<file path="src/design/cartMapper_cfg.svh">
//====================================================================
// Fixed widths of the Game Boy cartridge bus and the load image
// Image addresses cover 512 banks of 16 KiB
// Cartridge RAM covers at most 16 banks of 8 KiB
// Header byte addresses are image addresses in bank 0
//====================================================================
`ifndef CART_MAPPER_CFG_SVH
`define CART_MAPPER_CFG_SVH

// Load image address, 512 banks of 16 KiB
`define IMG_AW 23

// Cartridge RAM address, 16 banks of 8 KiB
`define RAM_AW 17

// CPU side of the cartridge slot
`define CPU_AW 16
`define DW 8

// Header bytes probed after reset
`define HDR_TYPE 23'h000147
`define HDR_ROM 23'h000148
`define HDR_RAM 23'h000149

`endif

</file>
<file path="src/design/cartMapperPkg.sv">
//====================================================================
// Shared types of the cartridge bank controller
// Only ROM-only, MBC1 and MBC5 mappers are modelled
// Every other cartridge type decodes to mkUnsupported
//====================================================================
package cartMapperPkg;

    // Mapper family taken from header byte 0x147
    typedef enum logic [1:0]
    {
        mkRomOnly,
        mkMbc1,
        mkMbc5,
        mkUnsupported
    } mapperKind;

    // Router decode of one CPU request
    typedef enum logic [1:0]
    {
        tgtRom,
        tgtRam,
        tgtReg,
        tgtNone
    } busTarget;

    // Decoded cartridge header
    // romSize holds the raw code 0..8, bank count is 2 << romSize
    // ramSize is in ascending order, 4 is 64 KiB and 5 is 128 KiB
    typedef struct packed
    {
        mapperKind kind;
        logic [3:0] romSize;
        logic [2:0] ramSize;
        logic hasRam;
    } cartCfg;

endpackage

</file>
<file path="src/design/bankIf.sv">
//====================================================================
// Bank register state shared between register block and translator
// No clock, all fields are registered inside bankRegs
//====================================================================
interface bankIf;

    // Up to 512 ROM banks of 16 KiB
    logic [8:0] romBank;
    // Up to 16 RAM banks, MBC1 uses the low 2 bits only
    logic [3:0] ramBank;
    logic ramEnabled;
    // MBC1 banking mode from 0x6000-0x7FFF
    logic bankingMode;

    modport driver (output romBank, ramBank, ramEnabled, bankingMode);
    modport reader (input romBank, ramBank, ramEnabled, bankingMode);

endinterface

</file>
<file path="src/design/headerProbe.sv">
//====================================================================
// Reads header bytes 0x147, 0x148 and 0x149 once after reset
// Each read waits for its own response, so latency may vary
// ROM codes above 8 fall back to code 0
// RAM codes above 5 fall back to no RAM
//====================================================================
`include "cartMapper_cfg.svh"

module headerProbe
(
    input logic Clk,
    input logic rstN,
    output logic probeValid,
    output logic [`IMG_AW-1:0] probeAddr,
    input logic probeReady,
    input logic probeRspValid,
    input logic [`DW-1:0] probeData,
    output cartMapperPkg::cartCfg cfg,
    output logic probeDone
);
    import cartMapperPkg::*;

    typedef enum logic [1:0] {psIdle, psReq, psWait, psDone} probeState;

    probeState state;
    // Header byte index 0..2
    logic [1:0] step;

    // Cartridge type to mapper family
    function automatic mapperKind decodeKind(input logic [`DW-1:0] cartType);
        case (cartType)
            8'h00, 8'h08, 8'h09: decodeKind = mkRomOnly;
            8'h01, 8'h02, 8'h03: decodeKind = mkMbc1;
            8'h19, 8'h1A, 8'h1B, 8'h1C, 8'h1D, 8'h1E: decodeKind = mkMbc5;
            default: decodeKind = mkUnsupported;
        endcase
    endfunction

    // Raw codes 4 and 5 swap so size rises with the code
    function automatic logic [2:0] normRam(input logic [`DW-1:0] code);
        case (code)
            8'h00, 8'h01, 8'h02, 8'h03: normRam = code[2:0];
            8'h04: normRam = 3'd5;
            8'h05: normRam = 3'd4;
            default: normRam = 3'd0;
        endcase
    endfunction

    assign probeValid = (state == psReq);
    assign probeDone = (state == psDone);

    always_comb
    begin
        case (step)
            2'd0: probeAddr = `HDR_TYPE;
            2'd1: probeAddr = `HDR_ROM;
            default: probeAddr = `HDR_RAM;
        endcase
    end

    //====================================================================
    // Read sequencer and capture
    //====================================================================
    always_ff @(posedge Clk)
    begin
        if (!rstN)
        begin
            state <= psIdle;
            step <= 2'd0;
            cfg <= '{kind: mkRomOnly, romSize: 4'd0, ramSize: 3'd0, hasRam: 1'b0};
        end
        else
        begin
            case (state)
                psIdle: state <= psReq;
                // Address stays put until the image port takes it
                psReq: if (probeReady) state <= psWait;
                psWait:
                    if (probeRspValid)
                    begin
                        step <= step + 2'd1;
                        state <= (step == 2'd2) ? psDone : psReq;
                        case (step)
                            2'd0:
                            begin
                                cfg.kind <= decodeKind(probeData);
                                cfg.hasRam <= probeData inside
                                    {8'h02, 8'h03, 8'h08, 8'h09, 8'h1A, 8'h1B, 8'h1D, 8'h1E};
                            end
                            2'd1: cfg.romSize <= (probeData <= 8'd8) ? probeData[3:0] : 4'd0;
                            default: cfg.ramSize <= normRam(probeData);
                        endcase
                    end
                default: state <= psDone;
            endcase
        end
    end

endmodule

</file>
<file path="src/design/bankRegs.sv">
//====================================================================
// Mapper register writes for ROM-only, MBC1 and MBC5
// Writes only arrive for CPU addresses 0x0000-0x7FFF
// Unsupported cartridges ignore every write
// New values are visible on the cycle after regWrite
//====================================================================
`include "cartMapper_cfg.svh"

module bankRegs
(
    input logic Clk,
    input logic rstN,
    input cartMapperPkg::cartCfg cfg,
    input logic regWrite,
    input logic [`CPU_AW-1:0] regAddr,
    input logic [`DW-1:0] regData,
    bankIf.driver bank
);
    import cartMapperPkg::*;

    logic [9:0] bankCount;
    logic [8:0] romMask;
    logic [4:0] mbc1Low;

    // Bank count is 2 << code, code 8 wraps to 0 and the mask to all ones
    assign bankCount = 10'd2 << cfg.romSize;
    assign romMask = bankCount[8:0] - 9'd1;

    // MBC1 never selects bank 0 through the low field
    assign mbc1Low = (regData[4:0] == 5'd0) ? 5'd1 : regData[4:0];

    always_ff @(posedge Clk)
    begin
        if (!rstN)
        begin
            bank.romBank <= 9'd1;
            bank.ramBank <= 4'd0;
            bank.ramEnabled <= 1'b0;
            bank.bankingMode <= 1'b0;
        end
        else if (regWrite && cfg.kind != mkUnsupported)
        begin
            case (regAddr[15:13])
                // RAM enable, any value other than 0xA disables
                3'b000: bank.ramEnabled <= (regData[3:0] == 4'hA);
                3'b001:
                    if (cfg.kind == mkMbc1)
                        bank.romBank <= {4'd0, mbc1Low & romMask[4:0]};
                    else if (cfg.kind == mkMbc5)
                    begin
                        // MBC5 splits the bank number at 0x3000
                        if (!regAddr[12])
                            bank.romBank[7:0] <= regData & romMask[7:0];
                        else
                            bank.romBank[8] <= regData[0] & romMask[8];
                    end
                3'b010:
                    if (cfg.kind == mkMbc1)
                        bank.ramBank <= {2'd0, regData[1:0]};
                    else if (cfg.kind == mkMbc5)
                        bank.ramBank <= regData[3:0];
                3'b011:
                    if (cfg.kind == mkMbc1)
                        bank.bankingMode <= regData[0];
                default: ;
            endcase
        end
    end

endmodule

</file>
<file path="src/design/bankTranslate.sv">
//====================================================================
// Combinational translation of a CPU address to image and RAM space
// Both results are masked to the sizes from the header
// MBC1 multi-cart wiring is not modelled
//====================================================================
`include "cartMapper_cfg.svh"

module bankTranslate
(
    input cartMapperPkg::cartCfg cfg,
    bankIf.reader bank,
    input logic [`CPU_AW-1:0] cpuAddr,
    output logic [`IMG_AW-1:0] imgAddr,
    output logic [`RAM_AW-1:0] ramAddr
);
    import cartMapperPkg::*;

    logic [9:0] bankCount;
    logic [8:0] romMask;
    logic [8:0] bankNum;
    logic [3:0] ramSel;
    logic [`RAM_AW-1:0] ramMask;
    logic largeRom;

    assign bankCount = 10'd2 << cfg.romSize;
    assign romMask = bankCount[8:0] - 9'd1;
    // 1 MiB and up, MBC1 routes ramBank to bits 20:19
    assign largeRom = (cfg.romSize >= 4'd5);

    always_comb
    begin
        if (!cpuAddr[14])
            // Lower window is bank 0 apart from MBC1 mode 1
            bankNum = (cfg.kind == mkMbc1 && bank.bankingMode && largeRom) ?
                {2'd0, bank.ramBank[1:0], 5'd0} : 9'd0;
        else if (cfg.kind == mkMbc1)
            bankNum = {2'd0, largeRom ? bank.ramBank[1:0] : 2'd0, bank.romBank[4:0]};
        else if (cfg.kind == mkMbc5)
            bankNum = bank.romBank;
        else
            bankNum = 9'd1;
    end

    assign imgAddr = {bankNum & romMask, cpuAddr[13:0]};

    // MBC1 banks RAM only in mode 1 with 32 KiB RAM on a small ROM
    assign ramSel = (cfg.kind == mkMbc1 &&
                     !(bank.bankingMode && cfg.ramSize >= 3'd3 && !largeRom)) ?
                    4'd0 : bank.ramBank;

    always_comb
    begin
        case (cfg.ramSize)
            3'd1: ramMask = 17'h007FF;
            3'd2: ramMask = 17'h01FFF;
            3'd3: ramMask = 17'h07FFF;
            3'd4: ramMask = 17'h0FFFF;
            3'd5: ramMask = 17'h1FFFF;
            default: ramMask = 17'h00000;
        endcase
    end

    assign ramAddr = {ramSel, cpuAddr[12:0]} & ramMask;

endmodule

</file>
<file path="src/design/busRouter.sv">
//====================================================================
// One CPU request in flight at a time
// Image port belongs to the header probe until probeDone
// Register writes, unmapped addresses and disabled RAM answer in 1 cycle
// Memory reads answer 1 cycle after the memory response
//====================================================================
`include "cartMapper_cfg.svh"

module busRouter
(
    input logic Clk,
    input logic rstN,
    input cartMapperPkg::cartCfg cfg,
    input logic ramEnabled,
    input logic probeDone,
    // CPU side
    input logic busValid,
    output logic busReady,
    input logic busWrite,
    input logic [`CPU_AW-1:0] busAddr,
    input logic [`DW-1:0] busWData,
    output logic rspValid,
    output logic [`DW-1:0] rspData,
    // Image side
    output logic romValid,
    input logic romReady,
    output logic [`IMG_AW-1:0] romAddr,
    input logic romRspValid,
    input logic [`DW-1:0] romData,
    // Cartridge RAM side
    output logic ramValid,
    input logic ramReady,
    output logic ramWrite,
    output logic [`RAM_AW-1:0] ramAddr,
    output logic [`DW-1:0] ramWData,
    input logic ramRspValid,
    input logic [`DW-1:0] ramRData,
    // Header probe channel
    input logic probeValid,
    input logic [`IMG_AW-1:0] probeAddr,
    output logic probeReady,
    output logic probeRspValid,
    output logic [`DW-1:0] probeData,
    // Register block and translator
    output logic regWrite,
    output logic [`CPU_AW-1:0] regAddr,
    output logic [`DW-1:0] regData,
    input logic [`IMG_AW-1:0] imgAddr,
    input logic [`RAM_AW-1:0] ramMapAddr,
    output logic [`CPU_AW-1:0] cpuAddr
);
    import cartMapperPkg::*;

    busTarget target;
    busTarget tgt;
    logic active;
    // Memory handshake done, waiting for data
    logic issued;
    logic accept;
    logic cpuRomValid;
    logic memDone;
    logic [`CPU_AW-1:0] reqAddr;
    logic [`DW-1:0] reqData;
    logic reqWrite;

    assign busReady = probeDone && !active;
    assign accept = busValid && busReady;

    // Writes below 0x8000 hit mapper registers
    always_comb
    begin
        if (!busAddr[15])
            target = busWrite ? tgtReg : tgtRom;
        else if (busAddr[15:13] == 3'b101 && cfg.hasRam && ramEnabled)
            target = tgtRam;
        else
            target = tgtNone;
    end

    //====================================================================
    // Memory handshakes
    //====================================================================
    assign cpuRomValid = active && tgt == tgtRom && !issued;
    assign romValid = probeDone ? cpuRomValid : probeValid;
    assign romAddr = probeDone ? imgAddr : probeAddr;
    assign probeReady = !probeDone && romReady;
    assign probeRspValid = !probeDone && romRspValid;
    assign probeData = romData;

    assign ramValid = active && tgt == tgtRam && !issued;
    assign ramWrite = ramValid && reqWrite;
    assign ramAddr = ramMapAddr;
    assign ramWData = reqData;

    assign memDone = active && issued &&
                     ((tgt == tgtRom && romRspValid) || (tgt == tgtRam && ramRspValid));

    assign cpuAddr = reqAddr;
    assign regAddr = reqAddr;
    assign regData = reqData;

    always_ff @(posedge Clk)
    begin
        if (!rstN)
        begin
            active <= 1'b0;
            issued <= 1'b0;
            tgt <= tgtNone;
            rspValid <= 1'b0;
            regWrite <= 1'b0;
        end
        else
        begin
            rspValid <= 1'b0;
            regWrite <= 1'b0;
            if (accept)
            begin
                active <= 1'b1;
                issued <= 1'b0;
                tgt <= target;
                rspValid <= (target == tgtReg || target == tgtNone);
                regWrite <= (target == tgtReg);
            end
            // Free the bus the cycle after the response pulse
            else if (rspValid)
                active <= 1'b0;
            else if ((cpuRomValid && probeDone && romReady) || (ramValid && ramReady))
                issued <= 1'b1;
            else if (memDone)
                rspValid <= 1'b1;
        end
    end

    // Request and response payload
    always_ff @(posedge Clk)
    begin
        if (accept)
        begin
            reqAddr <= busAddr;
            reqData <= busWData;
            reqWrite <= busWrite;
            rspData <= '0;
        end
        else if (memDone)
            rspData <= (tgt == tgtRom) ? romData : (reqWrite ? '0 : ramRData);
    end

endmodule

</file>
<file path="src/design/cartMapper.sv">
//====================================================================
// Game Boy cartridge bank controller, ROM-only, MBC1 and MBC5
// CPU, image and RAM sides are valid/ready with response strobes
// busReady stays low until the header probe finishes
//====================================================================
`include "cartMapper_cfg.svh"

module cartMapper
(
    input logic Clk,
    input logic rstN,
    // CPU request and response
    input logic busValid,
    output logic busReady,
    input logic busWrite,
    input logic [`CPU_AW-1:0] busAddr,
    input logic [`DW-1:0] busWData,
    output logic rspValid,
    output logic [`DW-1:0] rspData,
    // Load image reads
    output logic romValid,
    input logic romReady,
    output logic [`IMG_AW-1:0] romAddr,
    input logic romRspValid,
    input logic [`DW-1:0] romData,
    // Cartridge RAM
    output logic ramValid,
    input logic ramReady,
    output logic ramWrite,
    output logic [`RAM_AW-1:0] ramAddr,
    output logic [`DW-1:0] ramWData,
    input logic ramRspValid,
    input logic [`DW-1:0] ramRData
);
    import cartMapperPkg::*;

    cartCfg cfg;
    logic probeDone;
    logic probeValid;
    logic probeReady;
    logic probeRspValid;
    logic [`IMG_AW-1:0] probeAddr;
    logic [`DW-1:0] probeData;
    logic regWrite;
    logic [`CPU_AW-1:0] regAddr;
    logic [`DW-1:0] regData;
    logic [`CPU_AW-1:0] cpuAddr;
    logic [`IMG_AW-1:0] imgAddr;
    logic [`RAM_AW-1:0] ramMapAddr;

    bankIf bankBus ();

    headerProbe probe0 (.Clk, .rstN, .probeValid, .probeAddr, .probeReady,
                        .probeRspValid, .probeData, .cfg, .probeDone);

    bankRegs regs0 (.Clk, .rstN, .cfg, .regWrite, .regAddr, .regData, .bank(bankBus));

    bankTranslate xlate0 (.cfg, .bank(bankBus), .cpuAddr, .imgAddr, .ramAddr(ramMapAddr));

    busRouter router0 (.Clk, .rstN, .cfg, .ramEnabled(bankBus.ramEnabled), .probeDone,
                       .busValid, .busReady, .busWrite, .busAddr, .busWData,
                       .rspValid, .rspData,
                       .romValid, .romReady, .romAddr, .romRspValid, .romData,
                       .ramValid, .ramReady, .ramWrite, .ramAddr, .ramWData,
                       .ramRspValid, .ramRData,
                       .probeValid, .probeAddr, .probeReady, .probeRspValid, .probeData,
                       .regWrite, .regAddr, .regData, .imgAddr, .ramMapAddr, .cpuAddr);

endmodule

</file>
<file path="config.mk">
export PLATFORM = sky130hd
export DESIGN_NAME = cartMapper
export DESIGN_NICKNAME = d
export VERILOG_FILES = /design/src/design/cartMapperPkg.sv /design/src/design/bankIf.sv /design/src/design/headerProbe.sv /design/src/design/bankRegs.sv /design/src/design/bankTranslate.sv /design/src/design/busRouter.sv /design/src/design/cartMapper.sv
export VERILOG_INCLUDE_DIRS = /design/src /design/src/design
export SDC_FILE = /design/constraint.sdc
export NUM_CORES = 1
export LEC_CHECK = 0
export ABC_CLOCK_PERIOD_IN_PS = 3650
export BUFFER_PORTS_ARGS = -buffer_cell sky130_fd_sc_hd__buf_2
export CAP_MARGIN = 5
export CORE_MARGIN = 2
export CORE_UTILIZATION = 42
export DETAILED_ROUTE_END_ITERATION = 12
export GPL_ROUTABILITY_DRIVEN = 0
export PLACE_DENSITY_LB_ADDON = 0.12
export SLEW_MARGIN = 30
export SYNTH_ARGS = -nofsm -noshare
export SYNTH_HDL_FRONTEND = slang
export SYNTH_SLANG_ARGS = --single-unit
</file>
<file path="constraint.sdc">
create_clock -name Clk -period 3.65 [get_ports Clk]
set_input_delay 0.365 -clock Clk [delete_from_list [all_inputs] [get_ports Clk]]
set_output_delay 0.365 -clock Clk [all_outputs]
set_load 0.05 [all_outputs]
</file>
After elaboration in Yosys (flattened, before gate mapping) --
Memory sizes are Yosys's and may differ from the RTL's. Cells that the tools add are included.
Cells by class: $add $sub $neg 2, order comparisons 3, equal/unequal tests 35, shift operators 1, mux-type cells 35, bitwise operators 8, reductions and logical operators 58
Operator list (count):
- 17-bit case mux with 5 select lines | 1
- 9-bit 2-to-1 mux | 5
- 8-bit by 5-bit equality test with 1-bit output, second input constant | 4
- 1-bit logical AND | 24
- 8-bit 2-to-1 mux | 3
- 23-bit 2-to-1 mux | 1
- 17-bit AND | 1
- 8-bit by 2-bit equality test with 1-bit output, second input constant | 2
- 8-bit by 3-bit equality test with 1-bit output, second input constant | 2
- 8-bit by 4-bit equality test with 1-bit output, second input constant | 2
- 2-bit 2-to-1 mux | 8
- 4-bit 2-to-1 mux | 4
- 3-bit AND reduction | 5
- 2-bit equality test, second input constant | 6
- 3-bit by 2-bit equality test with 1-bit output, second input constant | 4
- 2-bit AND reduction | 5
- 9-bit AND | 1
- 3-bit equality test, second input constant | 3
- 3-bit case mux with 3 select lines | 1
- 2-bit by 4-bit left shift with 9-bit output, first input constant | 1
- 9-bit by 1-bit subtractor with 9-bit output, second input constant | 1
- 8-bit AND | 1
- 2-bit by 1-bit equality test with 1-bit output, second input constant | 4
- 8-bit by 1-bit equality test with 1-bit output, second input constant | 1
- other kinds (27) | 52
Storage, ports and cells: flip-flop bits (word level) 68, memory bits (read-only) 64, input bits 48, output and inout port bits 61, logic and storage cells 163, memories kept 1
Memories:
- (no name shown) | depth 32, width 2, rd ports 1, clocked after memory_dff 0, write ports 0, RTL line headerProbe.sv:31 | case (cartType)

Logic depth before layout (Yosys ltp) --
Gate-level depths: netlist (run 1).
depth in word-level cells 9, depth in mapped cells 9, mapped depth without buffers 7

Modules after synthesis --
Synthesis (run 1) repeated with hierarchy kept, for this count alone.
Second synthesis, totals: cell total of the unflattened synthesis 485, area, all modules 4573.1 sq um
Modules (own cells, without submodules):
- busRouter | times used 1, cells an instance 183, area each 2183.3 sq um, sequential area each 1031.0 sq um
- headerProbe | times used 1, cells an instance 116, area each 964.7 sq um, sequential area each 280.3 sq um
- bankRegs | times used 1, cells an instance 94, area each 819.5 sq um, sequential area each 300.3 sq um
- bankTranslate | times used 1, cells an instance 92, area each 605.6 sq um, sequential area each 0.0 sq um

Worst setup path before layout (run 1) --
No wires, ideal clock.
kind reg2out, start register, netlist name probe0.cfg[4], end output port romAddr[19], arrival time 2.881 ns, required time 3.285 ns, slack 0.404 ns, cell stages (with the launch flop) 9, path buffers 2, cell sequence dfxtp_1 clkbuf_1 or4_1 ha_1 clkbuf_1 nor4_1 a21o_1 a22o_1 nor3b_1
Between the ends: cells in the longest elaborated chain, start to end 6, elaborated cells between the ends (all ways) 10, those cells by class add/sub: 1; order compare: 1; shift: 1; mux: 5; bitwise: 1; reduce/logical: 1
RTL lines:
- parallel branches: the longest is 4 deep, another holds 9-bit by 1-bit subtractor with 9-bit output
- 9-bit AND (*) | RTL line bankTranslate.sv:44 | assign imgAddr = {bankNum & romMask, cpuAddr[13:0]};
- 23-bit 2-to-1 mux (*) | RTL line busRouter.sv:85 | assign romAddr = probeDone ? imgAddr : probeAddr;
- to (decl) | RTL line cartMapper.sv:23 | output logic [`IMG_AW-1:0] romAddr,
Mark *: on every way between the ends.

Worst setup path after layout (run 1) --
start register, netlist name probe0.cfg[7], end output port romAddr[19]
Between the ends: cells in the longest elaborated chain, start to end 6, elaborated cells between the ends (all ways) 10, those cells by class add/sub: 1; order compare: 1; shift: 1; mux: 5; bitwise: 1; reduce/logical: 1
RTL lines (RTL line):
- parallel branches: the longest is 4 deep, another holds 9-bit by 1-bit subtractor with 9-bit output
- 9-bit AND (*) | bankTranslate.sv:44
- 23-bit 2-to-1 mux (*) | busRouter.sv:85
Marks and branches as above.

==> results by group, run 1 <==
Status
  – Status: finished, final reports clean

STA
  – FMAX: 333 MHz
  – Post-layout min period: 3.00 ns
  – Unrepaired setup endpoints after global routing: no
  – Fin Clk Skew: 0.00817 ns
  – Final worst-path cycle share: 82.2%
  – Endpoints failing setup: 0
  – Endpoints failing hold: 0
  – Final setup TNS: 0 ns
  – Count of pins over their slew limit: 0
  – Worst Hold Slack: 0.201 ns
  – Slew Limit Headroom: 47.6%
  – Worst-margin pin slew: 0.783 ns

Die
  – Die width: 95.0 um
  – Top-level I/O count: 109
  – Die Span Y: 95.0 um
  – Die area: 9020 um^2
  – FP Rows: 33
  – Core area: 8130 um^2
  – Initial Utilization: 42.7%

Routing
  – Avg WL per Cell: 15.1 um
  – Routed Antenna Nets: 0
  – Aggregate routed wire length: 8740 um
  – Detailed-route via count: 3032
  – Initial DRC count: 89
  – Post-route DRC: 0
  – Vias/cell: 5.23
  – First drt pass iteration count: 4

Clock tree
  – Worst-Skew Late Latency: 0.33 ns
  – Cts repair resizes: 0
  – Root buf cell: clkbuf_8
  – Post-CTS Hold Buffers: 0
  – TritonCTS Sinks: 68
  – Max Root-Sink Buffers: 2
  – Num CTS Buffers: 9
  – Setup bufs post-CTS: 0
  – CTS H-tree lvls: 3
  – CTS clock-pin slew for the worst setup and hold paths: 0.07 ns
  – CTS tree: yes

Global route
  – Total gr overflow: 0
  – GR Util met3: 3.75%
  – First-pass GRT wire length: 13800 um
  – Total Routing Usage GR: 19.9%
  – Vias in the first global route: 2796
  – Busiest grt layer: met2
  – Pin count of the biggest net entering global routing: 39
  – GR Util met2: 32.4%
  – Antenna violations before repair: 0
  – Grt met1 use: 26.1%

Power
  – Flop pwr share: 54.3%
  – Combinational share of power: 8.4%
  – Switch share: 24.3%
  – Overall power: 1480 uW
  – Max VDD drop: 0.000203 V
  – Psw: 361 uW
  – Pint: 1120 uW
  – Leak pwr: 0.00182 uW
  – Pwr Density: 350 nW/um^2
  – Proportion of power drawn by the clock network: 37.3%

Cells and area
  – N_diodes: 0
  – Sequential cell area: 1610 um^2
  – Area of the multi-input gates: 1750 um^2
  – Nets@finish: 527
  – Share of layout cells above drive strength 1: 26.9%
  – Fillers: 812
  – Synth-to-Final Area Change: 22.1%
  – Final std cells w/o fill: 580

Worst setup path
  – Setup crit start kind: flop
  – RR Startpoint: probe0.state[0]$_SDFFE_PN0P_
  – Worst setup startpoint: probe0.cfg[7]$_SDFFE_PN0P_
  – Crit Path Max Fanout: 12
  – CP Class: flop to primary output
  – Arrival time worst endpoint: 2.63 ns
  – Endpoint type of the worst setup path: primary output
  – Worst EP required: 3.28 ns

Job
  – Max cap viols: 0

Min path
  – Hold Crit Class: input port to flop
  – Worst hold path startpoint: busAddr[3]

Synth
  – Yosys cell types: 53
  – Syn_nets: 428
  – Most common flop cell mapped by yosys: dfxtp_1
  – EDFF count, synth: 25
  – Total of flip-flops plus latches after synthesis: 68
  – Sequential area share after synthesis: 46.4%
  – Warnings from Yosys: 0
  – Asr flop ratio synth: 0%
  – Synthesized cell area: 3480 um^2
  – Mean Syn Cell Area: 9.37 um^2
  – Post-Synthesis Cells: 371

Placement
  – Dpl hpwl: 6430 um
  – Placed cells: 564
  – Number of buffers added on ports: 108
-- synth_stat cells (3+ instances only) --
cell	instances	area share, %
nand2_1	40	4.3
and3_1	14	2.5
nor3b_1	13	2.8
a21boi_0	5	1.1
dfxtp_1	43	25
nor2b_1	10	1.8
a21boi_1	12	2.6
a21oi_1	20	2.9
nand2b_1	5	0.90
inv_1	6	0.65
ha_1	9	3.2
nand3_1	10	1.4
mux2i_1	6	1.7
nand3b_1	8	1.7
o21ai_0	13	1.9
clkbuf_1	17	1.8
edfxtp_1	25	22
nor2_1	25	2.7
o211a_1	3	0.86
nand4b_1	3	0.76
a211oi_1	10	2.2
and2_1	22	4.0
nor3_1	9	1.3
nor4b_1	3	0.76
-- area by class of cell --
class | count | share of cell area (%)
Clock buffer | 14 | 3.83
Timing Repair Buffer | 109 | 12.9
Tap cell | 105 | 3.10
Inverter | 8 | 0.708
Sequential cell | 68 | 38.0
Multi-Input combinational cell | 274 | 41.2
Clock inverter | 2 | 0.236
-- power by group through the flow --
stage	clock, uW	combinational [uW]	sequential (uW)
after floorplan	0	76.7	821
after global placement	0	124	822
after detailed placement	0	125	823
after CTS	569	125	806
after global routing	603	136	807
final	553	125	806
-- critical path: stages, from the launching register on --
cell     delay, ns
dfxtp_1       0.43
or4_1         0.60
ha_1          0.29
nor4_1        0.21
a21o_1        0.12
a22o_1        0.14
nor3b_1       0.21
buf_2         0.30
-- state kept, by name, summed over array words and instances (netlist names) --
| name | count |
|---|---|
| regs0.bank.bankingMode | 1 |
| regs0.bank.ramBank | 4 |
| probe0.step | 2 |
| router0.issued | 1 |
| regs0.bank.ramEnabled | 1 |
| probe0.state | 2 |
| router0.cpuAddr | 16 |
| probe0.cfg | 10 |
| router0.tgt | 2 |
| regs0.bank.romBank | 9 |
| router0.reqWrite | 1 |
| router0.regWrite | 1 |
| router0.active | 1 |
| router0.ramWData | 8 |
| router0.rspData | 8 |
| router0.rspValid | 1 |
-- placed cells by master (no fill, tap or decap), drive strengths merged, types with 2 or more instances in the layout --
cell type / count
a211oi: 10
a21boi: 17
a21oi: 20
a31o: 2
a31oi: 2
a32oi: 2
and2: 22
and3: 14
buf: 109
clkbuf: 14
clkinv: 2
dfxtp: 43
edfxtp: 25
ha: 9
inv: 8
mux2i: 6
nand2: 40
nand2b: 5
nand3: 10
nand3b: 8
nand4: 2
nand4b: 3
nor2: 25
nor2b: 10
nor3: 9
nor3b: 14
nor4: 2
nor4b: 5
o211a: 3
o21ai: 13
or3: 2
or3b: 2
xor2: 2
-- worst paths after layout --
kind	end	slack, ns	cells past startpoint
min reg2reg	regs0.bank.ramBank[2]$_SDFFE_PN0P_	0.45	2
max reg2reg	router0.ramWData[0]$_DFFE_PP_	1.32	3
max	romAddr[19]	0.65	7
min	router0.cpuAddr[3]$_DFFE_PP_	0.20	1
-- metal layers --
layer,vias to the layer above,wire [um]
met4,0,108
met1,1410,4040
met5,-,0
met3,12,411
met2,77,4180
li1,1533,-
-- cell families (layout without fill, tap and decap cells) --
kind of cell	after synthesis	in the layout	synth area share, %
adders and majority gates	9	9	3.24
buffers and inverters	29	133	3.31
and+or+nand+nor	179	179	29.8
xor gates and xnor gates	3	3	0.756
DFF	68	68	46.4
muxes	7	7	2.05
AOI/OAI and AO/OA	76	76	14.5
-- per-stage QoR --
stage	area, um^2	setup slack (ns)	util (%)
3_5_place_dp	4070	1.06	50.0
3_3_place_gp	4070	1.13	50.0
4_1_cts	4240	0.664	52.2
2_1_floorplan	3480	0.404	-
6_report	4240	0.650	52.2
5_1_grt	4240	0.466	52.2
No activity file was read; power rests on OpenSTA's default activity.
==> run 2: changes to the inputs <==
ABC_CLOCK_PERIOD_IN_PS = 2500   (was 3650)
clock period = 2.5 ns   (was 3.65 ns; I/O delays follow)
==> results by group, run 2 (synthesis gave the netlist of run 1 again) <==
Status
  – Status: finished, final reports clean (unchanged)

STA
  – Count of pins over their slew limit: 0 (unchanged)
  – Endpoints failing setup: 0 (unchanged)
  – Endpoints failing hold: 0 (unchanged)
  – Post-layout min period: 2.42 ns
  – Final setup TNS: 0 ns (unchanged)
  – Final worst-path cycle share: 96.9%
  – Fin Clk Skew: 0.0101 ns (was 0.00817 ns)
  – Worst Hold Slack: 0.0805 ns (was 0.201 ns)
  – Worst-margin pin slew: 0.788 ns (was 0.783 ns)
  – Unrepaired setup endpoints after global routing: yes (was no)
  – FMAX: 413 MHz
  – Slew Limit Headroom: 47.3% (was 47.6%)

Worst setup path
  – Crit path cell chain: or4_4 -> ha_4 -> nor4_2 -> a21o_1 -> a22o_1 -> nor3b_2 -> buf_6 (was or4_1 -> ha_1 -> nor4_1 -> a21o_1 -> a22o_1 -> nor3b_1 -> buf_2)
  – Largest stage delay on the critical path: 0.56 ns (was 0.60 ns)
  – Setup crit start kind: flop (unchanged)
  – Endpoint type of the worst setup path: primary output (unchanged)
  – RR Startpoint: probe0.cfg[8]$_SDFFE_PN0P_ (was probe0.state[0]$_SDFFE_PN0P_)
  – CP Class: flop to primary output (unchanged)
  – Crit Path Max Fanout: 7 (was 12)
  – Worst EP required: 2.25 ns (was 3.28 ns)
  – Delay-heaviest family, CP: simple AND/OR/NAND/NOR gates (unchanged)
  – Crit-path slowest cell: or4_4 (was or4_1)
  – Arrival time worst endpoint: 2.17 ns (was 2.63 ns)
  – Critical path buffers and inverters: 1 (unchanged)
  – Worst setup startpoint: probe0.cfg[7]$_SDFFE_PN0P_ (unchanged)

Power
  – Proportion of power drawn by the clock network: 38.3% (was 37.3%)
  – Flop pwr share: 53.0% (was 54.3%)
  – Max VDD drop: 0.000235 V (was 0.000203 V)
  – Psw: 523 uW (was 361 uW)
  – Combinational share of power: 8.7% (was 8.4%)
  – Switch share: 23.6% (was 24.3%)
  – Pint: 1690 uW (was 1120 uW)
  – Leak pwr: 0.00188 uW (was 0.00182 uW)
  – Pwr Density: 504 nW/um^2 (was 350 nW/um^2)

Die
  – Core area: 8130 um^2 (unchanged)
  – Die area: 9020 um^2 (unchanged)
  – Initial Utilization: 42.7% (unchanged)
  – Die width: 95.0 um (unchanged)
  – Die Span Y: 95.0 um (unchanged)
  – FP Rows: 33 (unchanged)
  – Top-level I/O count: 109 (unchanged)

Global route
  – Antenna violations before repair: 0 (unchanged)
  – First-pass GRT wire length: 13700 um (was 13800 um)
  – Vias in the first global route: 2800 (was 2796)
  – Pin count of the biggest net entering global routing: 39 (unchanged)
  – Total Routing Usage GR: 20.1% (was 19.9%)
  – Total gr overflow: 0 (unchanged)

Cells and area
  – Final std cells w/o fill: 590 (was 580)
  – Fillers: 768 (was 812)
  – Fin util: 53.9% (was 52.2%)
  – Max FFs per register: 16 (unchanged)
  – Synth-to-Final Area Change: 26.2% (was 22.1%)
  – N_diodes: 0 (unchanged)
  – Most common cell after layout, fill and taps aside: buf_2 (unchanged)
  – Nets@finish: 537 (was 527)
  – Share of layout cells above drive strength 1: 29.5% (was 26.9%)
  – Commonest non-fill, non-tap cells in the layout: buf_2 (106), dfxtp_1 (43), nand2_1 (40) (was buf_2 (108), dfxtp_1 (43), nand2_1 (40))

Min path
  – Worst hold path startpoint: busAddr[9] (was busAddr[3])
  – Hold Crit Class: input port to flop (unchanged)

Routing
  – Avg WL per Cell: 14.9 um (was 15.1 um)
  – Detailed-route via count: 3082 (was 3032)
  – Routed Antenna Nets: 0 (unchanged)
  – Post-route DRC: 0 (unchanged)
  – Initial DRC count: 92 (was 89)
  – Vias/cell: 5.22 (was 5.23)
  – Aggregate routed wire length: 8770 um (was 8740 um)
  – First drt pass iteration count: 4 (unchanged)

Clock tree
  – Post-CTS Hold Buffers: 0 (unchanged)
  – TritonCTS Sinks: 68 (unchanged)
  – Max Root-Sink Buffers: 2 (unchanged)
  – Num CTS Buffers: 9 (unchanged)
  – CTS clock-pin slew for the worst setup and hold paths: 0.07 ns (about the same)
  – Root buf cell: clkbuf_8 (unchanged)
  – Worst-Skew Late Latency: 0.34 ns (was 0.33 ns)
  – CTS tree: yes (unchanged)
  – CTS H-tree lvls: 3 (unchanged)

Placement
  – Placed cells: 574 (was 564)
  – Number of buffers added on ports: 108 (unchanged)
  – Dpl hpwl: 6630 um (was 6430 um)

Job
  – Max cap viols: 0 (unchanged)
run 2: through the flow:
| stage | instance area, um^2 | setup WS, ns | total power [uW] |
|---|---|---|---|
| global route | 4390 | -0.0241 | 2300 |
| floorplan | 3500 | -0.133 | 1310 |
| detailed placement | 4180 | 0.219 | 1390 |
| finish | 4390 | 0.0770 | 2210 |
| CTS | 4380 | 0.0267 | 2240 |
| global placement | 4180 | 0.256 | 1390 |
run 2: what timing repair did:
item                                    CTS  global route
endpoints found under the setup margin    2             2
resized for setup                         6             2
buffers inserted                          0             0
run 2: worst register-to-register path, delay by kind of cell, from the launching register on:
family                     cells  cell delay (ns)
DFF                            1             0.38
and+or+nand+nor                3             1.01
AOI/OAI and AO/OA              1             0.15
adders and majority gates      1             0.39
run 2: final cells by class:
cell class | instances | area (um^2) | share of cell area (%)
Inverter | 8 | 30.0 | 0.684
Multi-Input combinational cell | 274 | 1790 | 40.9
Clock inverter | 3 | 38.8 | 0.884
Sequential cell | 68 | 1610 | 36.7
Tap cell | 105 | 131 | 2.99
Clock buffer | 13 | 139 | 3.17
Timing Repair Buffer | 119 | 644 | 14.7
run 2: path summary, 6_finish.rpt:
kind | endpoint | slack (ns) | cells past startpoint
worst max register to register | regs0.bank.romBank[6]$_SDFFE_PN0P_ | 0.52 | 5
worst min-delay path | router0.cpuAddr[9]$_DFFE_PP_ | 0.08 | 1
worst max-delay path | romAddr[19] | 0.08 | 7
worst min register to register | regs0.bank.ramBank[2]$_SDFFE_PN0P_ | 0.45 | 2
run 2: layer usage:
metal	up-vias	wire length, um	GRT usage, %
li1	1554	-	-
met4	0	131	8.94
met2	88	4320	33.3
met5	-	0	0
met1	1431	3900	25.0
met3	9	428	4.39
run 2: power by group through the flow:
stage | Clock [uW] | Sequential [uW] | Combinational (uW)
finish | 846 | 1170 | 193
CTS | 873 | 1170 | 194
global placement | 0 | 1200 | 191
global route | 917 | 1170 | 210
detailed placement | 0 | 1200 | 194
floorplan | 0 | 1200 | 112
